===== config.mk =====
export PLATFORM = sky130hd
export DESIGN_NAME = axi_rd_xbar
export DESIGN_NICKNAME = d
export VERILOG_FILES = /design/src/verilog/xbar_pkg.sv /design/src/verilog/ar_if.sv /design/src/verilog/r_if.sv /design/src/verilog/ar_router.sv /design/src/verilog/axi_rd_xbar.sv /design/src/verilog/chan_slice.sv /design/src/verilog/r_router.sv
export SDC_FILE = /design/constraint.sdc
export NUM_CORES = 1
export LEC_CHECK = 0
export ABC_AREA = 1
export BUFFER_PORTS_ARGS = -buffer_cell sky130_fd_sc_hd__buf_2
export CAP_MARGIN = 20
export CORE_MARGIN = 2
export CORE_UTILIZATION = 30
export DETAILED_ROUTE_END_ITERATION = 8
export PLACE_DENSITY = 0.59
export SLEW_MARGIN = 20
export SYNTH_ARGS = -nofsm -noshare
export SYNTH_HDL_FRONTEND = slang
export SYNTH_SLANG_ARGS = --single-unit

===== constraint.sdc =====
create_clock -name ACLK -period 3.8 [get_ports ACLK]
set_clock_uncertainty 0.1 [all_clocks]
set_input_delay 0.57 -clock ACLK [delete_from_list [all_inputs] [get_ports ACLK]]
set_output_delay 0.57 -clock ACLK [all_outputs]
set_load 0.01 [all_outputs]

===== src/verilog/xbar_pkg.sv =====
package xbar_pkg;

    // --------------------
    // Widths and counts
    localparam int addr_bits   = 32;
    localparam int data_bits   = 32;
    localparam int id_bits     = 4;
    localparam int num_masters = 2;
    localparam int num_slaves  = 2;
    // Master index sits above the master ID
    localparam int ids_bits    = id_bits + $clog2(num_masters);
    localparam int len_bits    = 4;
    localparam int size_bits   = 3;
    localparam int burst_bits  = 2;

    // --------------------
    // Address map
    localparam logic [addr_bits-1:0] s0_start = 32'h0000_0000;
    localparam logic [addr_bits-1:0] s0_end   = 32'h0000_FFFF;
    localparam logic [addr_bits-1:0] s1_start = 32'h0001_0000;
    localparam logic [addr_bits-1:0] s1_end   = 32'h0001_FFFF;

    localparam logic [1:0] resp_okay   = 2'b00;
    localparam logic [1:0] resp_decerr = 2'b11;

    typedef enum logic [1:0] {
        tgt_s0,
        tgt_s1,
        tgt_default
    } target_t;

    typedef struct packed {
        logic [ids_bits-1:0]   id;
        logic [addr_bits-1:0]  addr;
        logic [len_bits-1:0]   len;
        logic [size_bits-1:0]  size;
        logic [burst_bits-1:0] burst;
    } ar_payload_t;

    typedef struct packed {
        logic [ids_bits-1:0]  id;
        logic [data_bits-1:0] data;
        logic [1:0]           resp;
        logic                 last;
    } r_payload_t;

endpackage

===== src/verilog/ar_if.sv =====
`timescale 1ns/1ps

interface ar_if;

    logic [xbar_pkg::ids_bits-1:0]   id;
    logic [xbar_pkg::addr_bits-1:0]  addr;
    logic [xbar_pkg::len_bits-1:0]   len;
    logic [xbar_pkg::size_bits-1:0]  size;
    logic [xbar_pkg::burst_bits-1:0] burst;
    logic                            valid;
    logic                            ready;

    modport src (
        output id, addr, len, size, burst, valid,
        input  ready
    );

    modport dst (
        input  id, addr, len, size, burst, valid,
        output ready
    );

endinterface


===== src/verilog/r_if.sv =====
`timescale 1ns/1ps

interface r_if;

    logic [xbar_pkg::ids_bits-1:0]  id;
    logic [xbar_pkg::data_bits-1:0] data;
    logic [1:0]                     resp;
    logic                           last;
    logic                           valid;
    logic                           ready;

    modport src (
        output id, data, resp, last, valid,
        input  ready
    );

    modport dst (
        input  id, data, resp, last, valid,
        output ready
    );

endinterface


===== src/verilog/ar_router.sv =====
`timescale 1ns/1ps

module ar_router (
    input  logic                            ACLK,
    input  logic                            ARESETn,
    input  logic [xbar_pkg::id_bits-1:0]    m0_arid, m1_arid,
    input  logic [xbar_pkg::addr_bits-1:0]  m0_araddr, m1_araddr,
    input  logic [xbar_pkg::len_bits-1:0]   m0_arlen, m1_arlen,
    input  logic [xbar_pkg::size_bits-1:0]  m0_arsize, m1_arsize,
    input  logic [xbar_pkg::burst_bits-1:0] m0_arburst, m1_arburst,
    input  logic                            m0_arvalid, m1_arvalid,
    output logic                            m0_arready, m1_arready,
    output logic                            s0_ar_valid, s1_ar_valid,
    input  logic                            s0_ar_ready, s1_ar_ready,
    output xbar_pkg::ar_payload_t           s0_ar_payload, s1_ar_payload,
    ar_if.src                               def_ar,
    input  logic [xbar_pkg::num_slaves-1:0] burst_done
);

    xbar_pkg::ar_payload_t            mst_pld [xbar_pkg::num_masters];
    xbar_pkg::target_t                mst_tgt [xbar_pkg::num_masters];
    logic [xbar_pkg::num_masters-1:0] mst_valid;
    logic [xbar_pkg::num_masters-1:0] mst_ready;

    // Per target, default target in the top slot
    logic [xbar_pkg::num_masters-1:0] tgt_req [xbar_pkg::num_slaves+1];
    xbar_pkg::ar_payload_t            tgt_pld [xbar_pkg::num_slaves+1];
    logic [xbar_pkg::num_slaves:0]    tgt_valid;
    logic [xbar_pkg::num_slaves:0]    tgt_ready;
    logic [xbar_pkg::num_slaves:0]    tgt_hold;
    logic [xbar_pkg::num_slaves:0]    tgt_sel;
    logic [xbar_pkg::num_slaves:0]    prio;
    logic [xbar_pkg::num_slaves-1:0]  busy;

    function automatic xbar_pkg::target_t decode(
        input logic [xbar_pkg::addr_bits-1:0] addr
    );
        if (addr >= xbar_pkg::s0_start && addr <= xbar_pkg::s0_end) begin
            return xbar_pkg::tgt_s0;
        end
        if (addr >= xbar_pkg::s1_start && addr <= xbar_pkg::s1_end) begin
            return xbar_pkg::tgt_s1;
        end
        return xbar_pkg::tgt_default;
    endfunction

    // --------------------
    // Decode and ID widening
    always_comb begin
        mst_valid  = {m1_arvalid, m0_arvalid};
        mst_tgt[0] = decode(m0_araddr);
        mst_tgt[1] = decode(m1_araddr);
        mst_pld[0] = '{id: {1'b0, m0_arid}, addr: m0_araddr, len: m0_arlen,
                       size: m0_arsize, burst: m0_arburst};
        mst_pld[1] = '{id: {1'b1, m1_arid}, addr: m1_araddr, len: m1_arlen,
                       size: m1_arsize, burst: m1_arburst};
    end

    // --------------------
    // Round robin per target
    assign tgt_ready = {def_ar.ready, s1_ar_ready, s0_ar_ready};
    // Default target holds through its own ready
    assign tgt_hold  = {1'b0, busy};

    always_comb begin
        for (int t = 0; t <= xbar_pkg::num_slaves; t++) begin
            for (int m = 0; m < xbar_pkg::num_masters; m++) begin
                tgt_req[t][m] = mst_valid[m] && (mst_tgt[m] == xbar_pkg::target_t'(t));
            end
            tgt_sel[t]   = tgt_req[t][prio[t]] ? prio[t] : ~prio[t];
            tgt_valid[t] = (|tgt_req[t]) && !tgt_hold[t];
            tgt_pld[t]   = mst_pld[tgt_sel[t]];
        end
        for (int m = 0; m < xbar_pkg::num_masters; m++) begin
            mst_ready[m] = tgt_valid[mst_tgt[m]] && tgt_ready[mst_tgt[m]]
                           && (tgt_sel[mst_tgt[m]] == m);
        end
    end

    always_ff @(posedge ACLK or negedge ARESETn) begin
        if (!ARESETn) begin
            prio <= '0;
            busy <= '0;
        end else begin
            for (int t = 0; t <= xbar_pkg::num_slaves; t++) begin
                if (tgt_valid[t] && tgt_ready[t]) begin
                    prio[t] <= ~tgt_sel[t];
                end
            end
            // Busy from AR accept until the last R beat
            for (int s = 0; s < xbar_pkg::num_slaves; s++) begin
                if (tgt_valid[s] && tgt_ready[s]) begin
                    busy[s] <= 1'b1;
                end else if (burst_done[s]) begin
                    busy[s] <= 1'b0;
                end
            end
        end
    end

    assign {m1_arready, m0_arready} = mst_ready;

    assign s0_ar_valid   = tgt_valid[xbar_pkg::tgt_s0];
    assign s0_ar_payload = tgt_pld[xbar_pkg::tgt_s0];
    assign s1_ar_valid   = tgt_valid[xbar_pkg::tgt_s1];
    assign s1_ar_payload = tgt_pld[xbar_pkg::tgt_s1];

    assign def_ar.valid = tgt_valid[xbar_pkg::tgt_default];
    assign def_ar.id    = tgt_pld[xbar_pkg::tgt_default].id;
    assign def_ar.addr  = tgt_pld[xbar_pkg::tgt_default].addr;
    assign def_ar.len   = tgt_pld[xbar_pkg::tgt_default].len;
    assign def_ar.size  = tgt_pld[xbar_pkg::tgt_default].size;
    assign def_ar.burst = tgt_pld[xbar_pkg::tgt_default].burst;

endmodule


===== src/verilog/axi_rd_xbar.sv =====
`timescale 1ns/1ps

module axi_rd_xbar (
    input  logic                            ACLK,
    input  logic                            ARESETn,
    // Master AR
    input  logic [xbar_pkg::id_bits-1:0]    m0_arid, m1_arid,
    input  logic [xbar_pkg::addr_bits-1:0]  m0_araddr, m1_araddr,
    input  logic [xbar_pkg::len_bits-1:0]   m0_arlen, m1_arlen,
    input  logic [xbar_pkg::size_bits-1:0]  m0_arsize, m1_arsize,
    input  logic [xbar_pkg::burst_bits-1:0] m0_arburst, m1_arburst,
    input  logic                            m0_arvalid, m1_arvalid,
    output logic                            m0_arready, m1_arready,
    // Master R
    output logic [xbar_pkg::id_bits-1:0]    m0_rid, m1_rid,
    output logic [xbar_pkg::data_bits-1:0]  m0_rdata, m1_rdata,
    output logic [1:0]                      m0_rresp, m1_rresp,
    output logic                            m0_rlast, m1_rlast,
    output logic                            m0_rvalid, m1_rvalid,
    input  logic                            m0_rready, m1_rready,
    // Slave AR
    output logic [xbar_pkg::ids_bits-1:0]   s0_arid, s1_arid,
    output logic [xbar_pkg::addr_bits-1:0]  s0_araddr, s1_araddr,
    output logic [xbar_pkg::len_bits-1:0]   s0_arlen, s1_arlen,
    output logic [xbar_pkg::size_bits-1:0]  s0_arsize, s1_arsize,
    output logic [xbar_pkg::burst_bits-1:0] s0_arburst, s1_arburst,
    output logic                            s0_arvalid, s1_arvalid,
    input  logic                            s0_arready, s1_arready,
    // Slave R
    input  logic [xbar_pkg::ids_bits-1:0]   s0_rid, s1_rid,
    input  logic [xbar_pkg::data_bits-1:0]  s0_rdata, s1_rdata,
    input  logic [1:0]                      s0_rresp, s1_rresp,
    input  logic                            s0_rlast, s1_rlast,
    input  logic                            s0_rvalid, s1_rvalid,
    output logic                            s0_rready, s1_rready
);

    ar_if s0_ar ();
    ar_if s1_ar ();
    ar_if def_ar ();
    r_if  s0_r ();
    r_if  s1_r ();
    r_if  m0_r ();
    r_if  m1_r ();

    logic                            s0_req_valid, s0_req_ready;
    logic                            s1_req_valid, s1_req_ready;
    xbar_pkg::ar_payload_t           s0_req, s0_ar_q;
    xbar_pkg::ar_payload_t           s1_req, s1_ar_q;
    logic                            m0_rsp_valid, m0_rsp_ready;
    logic                            m1_rsp_valid, m1_rsp_ready;
    xbar_pkg::r_payload_t            m0_rsp, m0_r_q;
    xbar_pkg::r_payload_t            m1_rsp, m1_r_q;
    logic [xbar_pkg::num_slaves-1:0] burst_done;

    ar_router ar_router_inst (
        .ACLK(ACLK), .ARESETn(ARESETn),
        .m0_arid(m0_arid), .m0_araddr(m0_araddr), .m0_arlen(m0_arlen),
        .m0_arsize(m0_arsize), .m0_arburst(m0_arburst),
        .m0_arvalid(m0_arvalid), .m0_arready(m0_arready),
        .m1_arid(m1_arid), .m1_araddr(m1_araddr), .m1_arlen(m1_arlen),
        .m1_arsize(m1_arsize), .m1_arburst(m1_arburst),
        .m1_arvalid(m1_arvalid), .m1_arready(m1_arready),
        .s0_ar_valid(s0_req_valid), .s0_ar_ready(s0_req_ready), .s0_ar_payload(s0_req),
        .s1_ar_valid(s1_req_valid), .s1_ar_ready(s1_req_ready), .s1_ar_payload(s1_req),
        .def_ar(def_ar), .burst_done(burst_done)
    );

    // --------------------
    // Slave AR path
    chan_slice #(.payload_t(xbar_pkg::ar_payload_t)) s0_ar_slice (
        .ACLK(ACLK), .ARESETn(ARESETn),
        .in_valid(s0_req_valid), .in_ready(s0_req_ready), .in_payload(s0_req),
        .out_valid(s0_ar.valid), .out_ready(s0_ar.ready), .out_payload(s0_ar_q)
    );

    chan_slice #(.payload_t(xbar_pkg::ar_payload_t)) s1_ar_slice (
        .ACLK(ACLK), .ARESETn(ARESETn),
        .in_valid(s1_req_valid), .in_ready(s1_req_ready), .in_payload(s1_req),
        .out_valid(s1_ar.valid), .out_ready(s1_ar.ready), .out_payload(s1_ar_q)
    );

    assign {s0_ar.id, s0_ar.addr, s0_ar.len, s0_ar.size, s0_ar.burst} = s0_ar_q;
    assign {s1_ar.id, s1_ar.addr, s1_ar.len, s1_ar.size, s1_ar.burst} = s1_ar_q;
    assign {s0_arid, s0_araddr, s0_arlen, s0_arsize, s0_arburst, s0_arvalid} =
        {s0_ar.id, s0_ar.addr, s0_ar.len, s0_ar.size, s0_ar.burst, s0_ar.valid};
    assign {s1_arid, s1_araddr, s1_arlen, s1_arsize, s1_arburst, s1_arvalid} =
        {s1_ar.id, s1_ar.addr, s1_ar.len, s1_ar.size, s1_ar.burst, s1_ar.valid};
    assign s0_ar.ready = s0_arready;
    assign s1_ar.ready = s1_arready;

    // --------------------
    // R path
    assign {s0_r.id, s0_r.data, s0_r.resp, s0_r.last, s0_r.valid} =
        {s0_rid, s0_rdata, s0_rresp, s0_rlast, s0_rvalid};
    assign {s1_r.id, s1_r.data, s1_r.resp, s1_r.last, s1_r.valid} =
        {s1_rid, s1_rdata, s1_rresp, s1_rlast, s1_rvalid};
    assign s0_rready = s0_r.ready;
    assign s1_rready = s1_r.ready;

    r_router r_router_inst (
        .ACLK(ACLK), .ARESETn(ARESETn),
        .s0_r(s0_r), .s1_r(s1_r), .def_ar(def_ar),
        .m0_r_valid(m0_rsp_valid), .m0_r_ready(m0_rsp_ready), .m0_r_payload(m0_rsp),
        .m1_r_valid(m1_rsp_valid), .m1_r_ready(m1_rsp_ready), .m1_r_payload(m1_rsp),
        .burst_done(burst_done)
    );

    chan_slice #(.payload_t(xbar_pkg::r_payload_t)) m0_r_slice (
        .ACLK(ACLK), .ARESETn(ARESETn),
        .in_valid(m0_rsp_valid), .in_ready(m0_rsp_ready), .in_payload(m0_rsp),
        .out_valid(m0_r.valid), .out_ready(m0_r.ready), .out_payload(m0_r_q)
    );

    chan_slice #(.payload_t(xbar_pkg::r_payload_t)) m1_r_slice (
        .ACLK(ACLK), .ARESETn(ARESETn),
        .in_valid(m1_rsp_valid), .in_ready(m1_rsp_ready), .in_payload(m1_rsp),
        .out_valid(m1_r.valid), .out_ready(m1_r.ready), .out_payload(m1_r_q)
    );

    assign {m0_r.id, m0_r.data, m0_r.resp, m0_r.last} = m0_r_q;
    assign {m1_r.id, m1_r.data, m1_r.resp, m1_r.last} = m1_r_q;

    // Master index bit is dropped on the way out
    assign m0_rid = m0_r.id[xbar_pkg::id_bits-1:0];
    assign m1_rid = m1_r.id[xbar_pkg::id_bits-1:0];
    assign {m0_rdata, m0_rresp, m0_rlast, m0_rvalid} =
        {m0_r.data, m0_r.resp, m0_r.last, m0_r.valid};
    assign {m1_rdata, m1_rresp, m1_rlast, m1_rvalid} =
        {m1_r.data, m1_r.resp, m1_r.last, m1_r.valid};
    assign m0_r.ready = m0_rready;
    assign m1_r.ready = m1_rready;

endmodule


===== src/verilog/chan_slice.sv =====
`timescale 1ns/1ps

module chan_slice #(
    parameter type payload_t = logic
) (
    input  logic     ACLK,
    input  logic     ARESETn,
    input  logic     in_valid,
    output logic     in_ready,
    input  payload_t in_payload,
    output logic     out_valid,
    input  logic     out_ready,
    output payload_t out_payload
);

    logic     skid_valid;
    payload_t skid_payload;
    logic     in_fire;
    logic     load_main;

    // Skid entry only fills behind a full main entry
    assign in_ready  = !skid_valid;
    assign in_fire   = in_valid && in_ready;
    assign load_main = !out_valid || out_ready;

    always_ff @(posedge ACLK or negedge ARESETn) begin
        if (!ARESETn) begin
            out_valid  <= 1'b0;
            skid_valid <= 1'b0;
        end else if (load_main) begin
            // Skid drains first, otherwise the input goes straight through
            out_valid  <= skid_valid || in_fire;
            skid_valid <= 1'b0;
        end else if (in_fire) begin
            skid_valid <= 1'b1;
        end
    end

    always_ff @(posedge ACLK) begin
        if (load_main) begin
            out_payload <= skid_valid ? skid_payload : in_payload;
        end else if (in_fire) begin
            skid_payload <= in_payload;
        end
    end

endmodule


===== src/verilog/r_router.sv =====
`timescale 1ns/1ps

module r_router (
    input  logic                            ACLK,
    input  logic                            ARESETn,
    r_if.dst                                s0_r,
    r_if.dst                                s1_r,
    ar_if.dst                               def_ar,
    output logic                            m0_r_valid, m1_r_valid,
    input  logic                            m0_r_ready, m1_r_ready,
    output xbar_pkg::r_payload_t            m0_r_payload, m1_r_payload,
    output logic [xbar_pkg::num_slaves-1:0] burst_done
);

    // Sources are S0, S1 and the default responder on top
    xbar_pkg::r_payload_t             src_pld [xbar_pkg::num_slaves+1];
    logic [xbar_pkg::num_slaves:0]    src_valid;
    logic [xbar_pkg::num_slaves:0]    src_ready;
    logic [xbar_pkg::num_slaves:0]    src_fire;
    logic [xbar_pkg::num_slaves:0]    src_dst;
    logic [1:0]                       sel [xbar_pkg::num_masters];
    logic [1:0]                       lst [xbar_pkg::num_masters];
    logic [xbar_pkg::num_masters-1:0] mst_valid;
    logic [xbar_pkg::num_masters-1:0] mst_ready;

    logic                             def_busy;
    logic [xbar_pkg::ids_bits-1:0]    def_id;
    logic [xbar_pkg::len_bits-1:0]    def_cnt;

    always_comb begin
        src_valid  = {def_busy, s1_r.valid, s0_r.valid};
        src_pld[0] = '{id: s0_r.id, data: s0_r.data, resp: s0_r.resp, last: s0_r.last};
        src_pld[1] = '{id: s1_r.id, data: s1_r.data, resp: s1_r.resp, last: s1_r.last};
        src_pld[2] = '{id: def_id, data: '0, resp: xbar_pkg::resp_decerr,
                       last: def_cnt == '0};
        for (int s = 0; s <= xbar_pkg::num_slaves; s++) begin
            src_dst[s] = src_pld[s].id[xbar_pkg::ids_bits-1];
        end
    end

    // --------------------
    // Beat arbitration per master
    always_comb begin
        int idx;
        for (int m = 0; m < xbar_pkg::num_masters; m++) begin
            sel[m]       = lst[m];
            mst_valid[m] = 1'b0;
            // Walk back toward the last winner so the nearest source wins
            for (int k = xbar_pkg::num_slaves + 1; k > 0; k--) begin
                idx = (lst[m] + k) % (xbar_pkg::num_slaves + 1);
                if (src_valid[idx] && src_dst[idx] == m) begin
                    sel[m]       = 2'(idx);
                    mst_valid[m] = 1'b1;
                end
            end
        end
        for (int s = 0; s <= xbar_pkg::num_slaves; s++) begin
            src_ready[s] = mst_ready[src_dst[s]] && (sel[src_dst[s]] == s);
        end
        for (int s = 0; s < xbar_pkg::num_slaves; s++) begin
            burst_done[s] = src_fire[s] && src_pld[s].last;
        end
    end

    assign src_fire  = src_valid & src_ready;
    assign mst_ready = {m1_r_ready, m0_r_ready};

    always_ff @(posedge ACLK or negedge ARESETn) begin
        if (!ARESETn) begin
            for (int m = 0; m < xbar_pkg::num_masters; m++) begin
                lst[m] <= 2'(xbar_pkg::num_slaves);
            end
            def_busy <= 1'b0;
        end else begin
            for (int m = 0; m < xbar_pkg::num_masters; m++) begin
                if (mst_valid[m] && mst_ready[m]) begin
                    lst[m] <= sel[m];
                end
            end
            if (def_ar.valid && def_ar.ready) begin
                def_busy <= 1'b1;
            end else if (src_fire[2] && src_pld[2].last) begin
                def_busy <= 1'b0;
            end
        end
    end

    // DECERR beat counter, counts down to the last beat
    always_ff @(posedge ACLK) begin
        if (def_ar.valid && def_ar.ready) begin
            def_id  <= def_ar.id;
            def_cnt <= def_ar.len;
        end else if (src_fire[2]) begin
            def_cnt <= def_cnt - 1'b1;
        end
    end

    assign def_ar.ready = !def_busy;
    assign s0_r.ready   = src_ready[0];
    assign s1_r.ready   = src_ready[1];

    assign m0_r_valid   = mst_valid[0];
    assign m0_r_payload = src_pld[sel[0]];
    assign m1_r_valid   = mst_valid[1];
    assign m1_r_payload = src_pld[sel[1]];

endmodule


==> results by group <==
Die
  – DIE HEIGHT: 243 microns
  – Die ar.: 59100 sq um
  – Initial core utilization: between 30% and 40%
  – Die width: 243 microns
  – Core ar.: 56500 sq um
  – FP Rows: 87
  – I/O pins: 358

Yosys
  – Main synth FF type: edfxtp_1
  – Synthesized instance count: 1670
  – Synthesized flop and latch total: 367
  – Number of flops mapped to enable cells by yosys: 349
  – Yosys top cell by area: edfxtp_1
  – Avg Cell Area, Syn: 10.3 sq um
  – Cell Area, Synth: 17200 sq um
  – Yosys warning count: 0
  – Syn nets: 1855
  – Cell variety after synth: 36
  – Sequential share of the synthesized area: 63.7%
  – Synth top area share: about three fifths
  – Most common cell in the netlist: nand2_1
  – Post-synth top cells: 667 x nand2_1, 349 x edfxtp_1, 157 x inv_1
  – Async S/R FF share, synth: slightly below 5%
  – Top cells by area, synth: edfxtp_1 61%, nand2_1 15%, o21ai_2 4.6%

GRT
  – GRT overflow: 0
  – Largest net degree at the start of global routing: 72
  – Initial antenna violation count: 12
  – Vias in the first global route: 13000
  – Total track usage: 16.5%
  – First-pass GRT wire length: 75600 microns

Setup path
  – Cell Chain, Critical Path: inv_1 -> ha_1 -> inv_1 -> nand2_1 -> nand3_1 -> nand2_1 -> a21oi_1 -> nand2_1 -> nand2_2 -> inv_2 -> nand2_4 -> nand2_1 -> and2_1 -> buf_2
  – Max stage delay on crit path: 0.38 ns
  – Critical Path Start Type: flop
  – Critical path origin: r_router_inst.lst[0]
  – R2R Setup Slk: 0.71 ns
  – Critical-path maximum fanout: 10
  – Worst r2r src: r_router_inst.lst[3]
  – CP endpoint: s1_rready
  – Critical R2R Capture: m0_r_slice.out_payload[30]
  – Worst Setup End Kind: primary output
  – Setup Crit Path Kind: flop to primary output
  – Worst path arrival time: 2.83 ns
  – CP Data Required Time: 3.13 ns
  – Cell mode on critical path: nand2_1
  – Slowest CP cell: dfrtp_1
  – R2R depth: 13

STA
  – Worst hold slack: roughly 0.2 ns
  – Pins over their slew limit: 0
  – Slew HR: 41.3%
  – Final setup violation count: 0
  – Achievable Freq: 286 MHz
  – Period utilization: 92.1%
  – Worst Tran Pin Value: 0.881 ns
  – Final min period: about 3.5 ns
  – Setup ws final: between 0.2 and 0.3 ns
  – RSZ-0062 raised after global routing: no
  – Sum Neg Setup Slack: 0 ns
  – Final hold vios: 0

Final layout
  – Share of layout cells above drive strength 1: 30.4%
  – Final Non-Filler Cells: 2812
  – Filler cells: between 5000 and 6000
  – Area growth syn-to-layout: 22.8%
  – Nets: 2209

Place
  – DP HPWL: 34200 microns
  – Buffers on Ports: between 300 and 400
  – Placed Cells incl. Taps: 2734
  – Post-Place Setup Slack: 0.669 ns
  – GP Congestion: between 0.8 and 0.9

Detailed routing
  – Routed wire length: between 40000 and 50000 microns
  – First-pass detailed-route iteration total: 6
  – Met3 wire length: 4390 microns
  – Total number of vias: roughly 13000
  – Via/cell ratio: 4.61
  – Met1 wire length: 20800 microns
  – Avg WL per Cell: 17.7 microns
  – First DRT Iteration DRCs: 831
  – Metal2 WL: 23500 microns
  – Remaining DRCs: 0
  – Final ANT Viol Nets: 0
  – Top Layer Used: met5

CTS
  – Worst skew pair latency: 0.56 ns
  – CTS tree: done
  – Sink Count: about 370
  – Number of buffers added for setup after CTS: 0
  – H-tree depth: 2
  – Clock slew at reported path FFs: 0.06 ns
  – CTS Buf Count: 43
  – Clock root buffer: clkbuf_16
  – Clock Tree Buf Depth: 3

Pwr
  – Maximum vdd drop: 756 uV
  – Pleak: 9.59 nW
  – PwrDens: 855 nW/um^2

Run status
  – Outcome: completed

Run
  – Max cap viols: 0

Hold path
  – Hold WC Path Type: input pin to flop
[per-layer routing]
| metal | vias up | global-route usage, % |
|---|---|---|
| li1 | 6277 | - |
| met1 | 6040 | 20.9 |
| met2 | 538 | 27.2 |
| met3 | 101 | 4.91 |
| met4 | 18 | 4.76 |
| met5 | - | 0 |
[area by class of cell]
type	count	area, sq um	share of cell area (%)
Clock buffer	50	1120	5.33
Timing Repair Buffer	386	2020	9.58
Inverter	166	623	2.96
Tap cell	756	946	4.49
Clock inverter	24	229	1.09
Antenna cell	3	7.51	0.0356
Sequential cell	367	10900	51.9
Multi-Input combinational cell	1060	5190	24.6
[worst min path at each step]
stage | start | end | cells after the start
finish | m0_rready | m0_r_slice.skid_valid | 4
global route | m0_rready | m0_r_slice.skid_valid | 4
CTS | m0_rready | m0_r_slice.skid_valid | 4
detailed placement | ar_router_inst.busy[0] | ar_router_inst.busy[0] | 2
global placement | ar_router_inst.busy[0] | ar_router_inst.busy[0] | 2
floorplan | ARESETn | ar_router_inst.busy[0] | 0
[where the power goes]
group	leakage, nW	switching, mW	internal [mW]
Combinational	5.30	5.04	2.20
Clock	0.662	1.69	2.38
Sequential	3.62	0.330	6.38
Total	9.59	7.06	11.0
[cells by family (layout without fill, tap and decap cells)]
| family | Yosys count | in the layout | synth area share [%] |
|---|---|---|---|
| other | 0 | 3 | 0 |
| adders and majority gates | 5 | 5 | 0.364 |
| DFF | 367 | 367 | 63.7 |
| xor gates and xnor gates | 1 | 1 | 0.0510 |
| AOI/OAI and AO/OA | 192 | 192 | 9.34 |
| and+or+nand+nor | 862 | 862 | 20.2 |
| buffers and inverters | 243 | 626 | 6.37 |
[critical path, delay by kind of cell (launching register included)]
family	cells	cell delay, ns
buf+inv	4	0.41
flops	1	0.38
fa+ha+maj	1	0.34
simple gates	8	0.95
compound gates	1	0.16
[state kept, by name, summed over array words and instances (netlist names), 39 cells and up]
name                      flops
m1_r_slice.skid_payload      39
m0_r_slice.out_payload       39
s0_ar_slice.out_payload      46
s0_ar_slice.skid_payload     46
m0_r_slice.skid_payload      39
s1_ar_slice.skid_payload     46
m1_r_slice.out_payload       39
s1_ar_slice.out_payload      46
[timing repair]
action                                  4_1_cts  5_1_grt
hold buffers                                  1        0
gates resized for setup                       0        2
endpoints found under the setup margin        0        2
hold endpoints to repair                     16        0
[stage by stage]
stage          utilization [%]  cell area (sq um)  total power [mW]
2_1_floorplan                -              17200              11.8
3_3_place_gp              34.9              19700              13.8
3_5_place_dp              34.9              19700              14.1
4_1_cts                   37.3              21100              18.2
5_1_grt                   37.3              21100              19.2
6_report                  37.3              21100              18.0
[cells in the final DEF (no fill, tap or decap), types with 23 or more instances in the layout]
cell | Yosys | routed
nand2_1 | 667 | 665
a31oi_1 | 32 | 32
o21ai_0 | 23 | 23
nand2_2 | 28 | 28
inv_1 | 157 | 152
nand3_1 | 74 | 74
buf_4 | 7 | 27
nor2_1 | 71 | 67
o22ai_2 | 30 | 30
o21ai_2 | 91 | 90
buf_2 | 10 | 357
edfxtp_1 | 349 | 349
clkbuf_16 | 0 | 44
(Power assumes the default switching activity.)
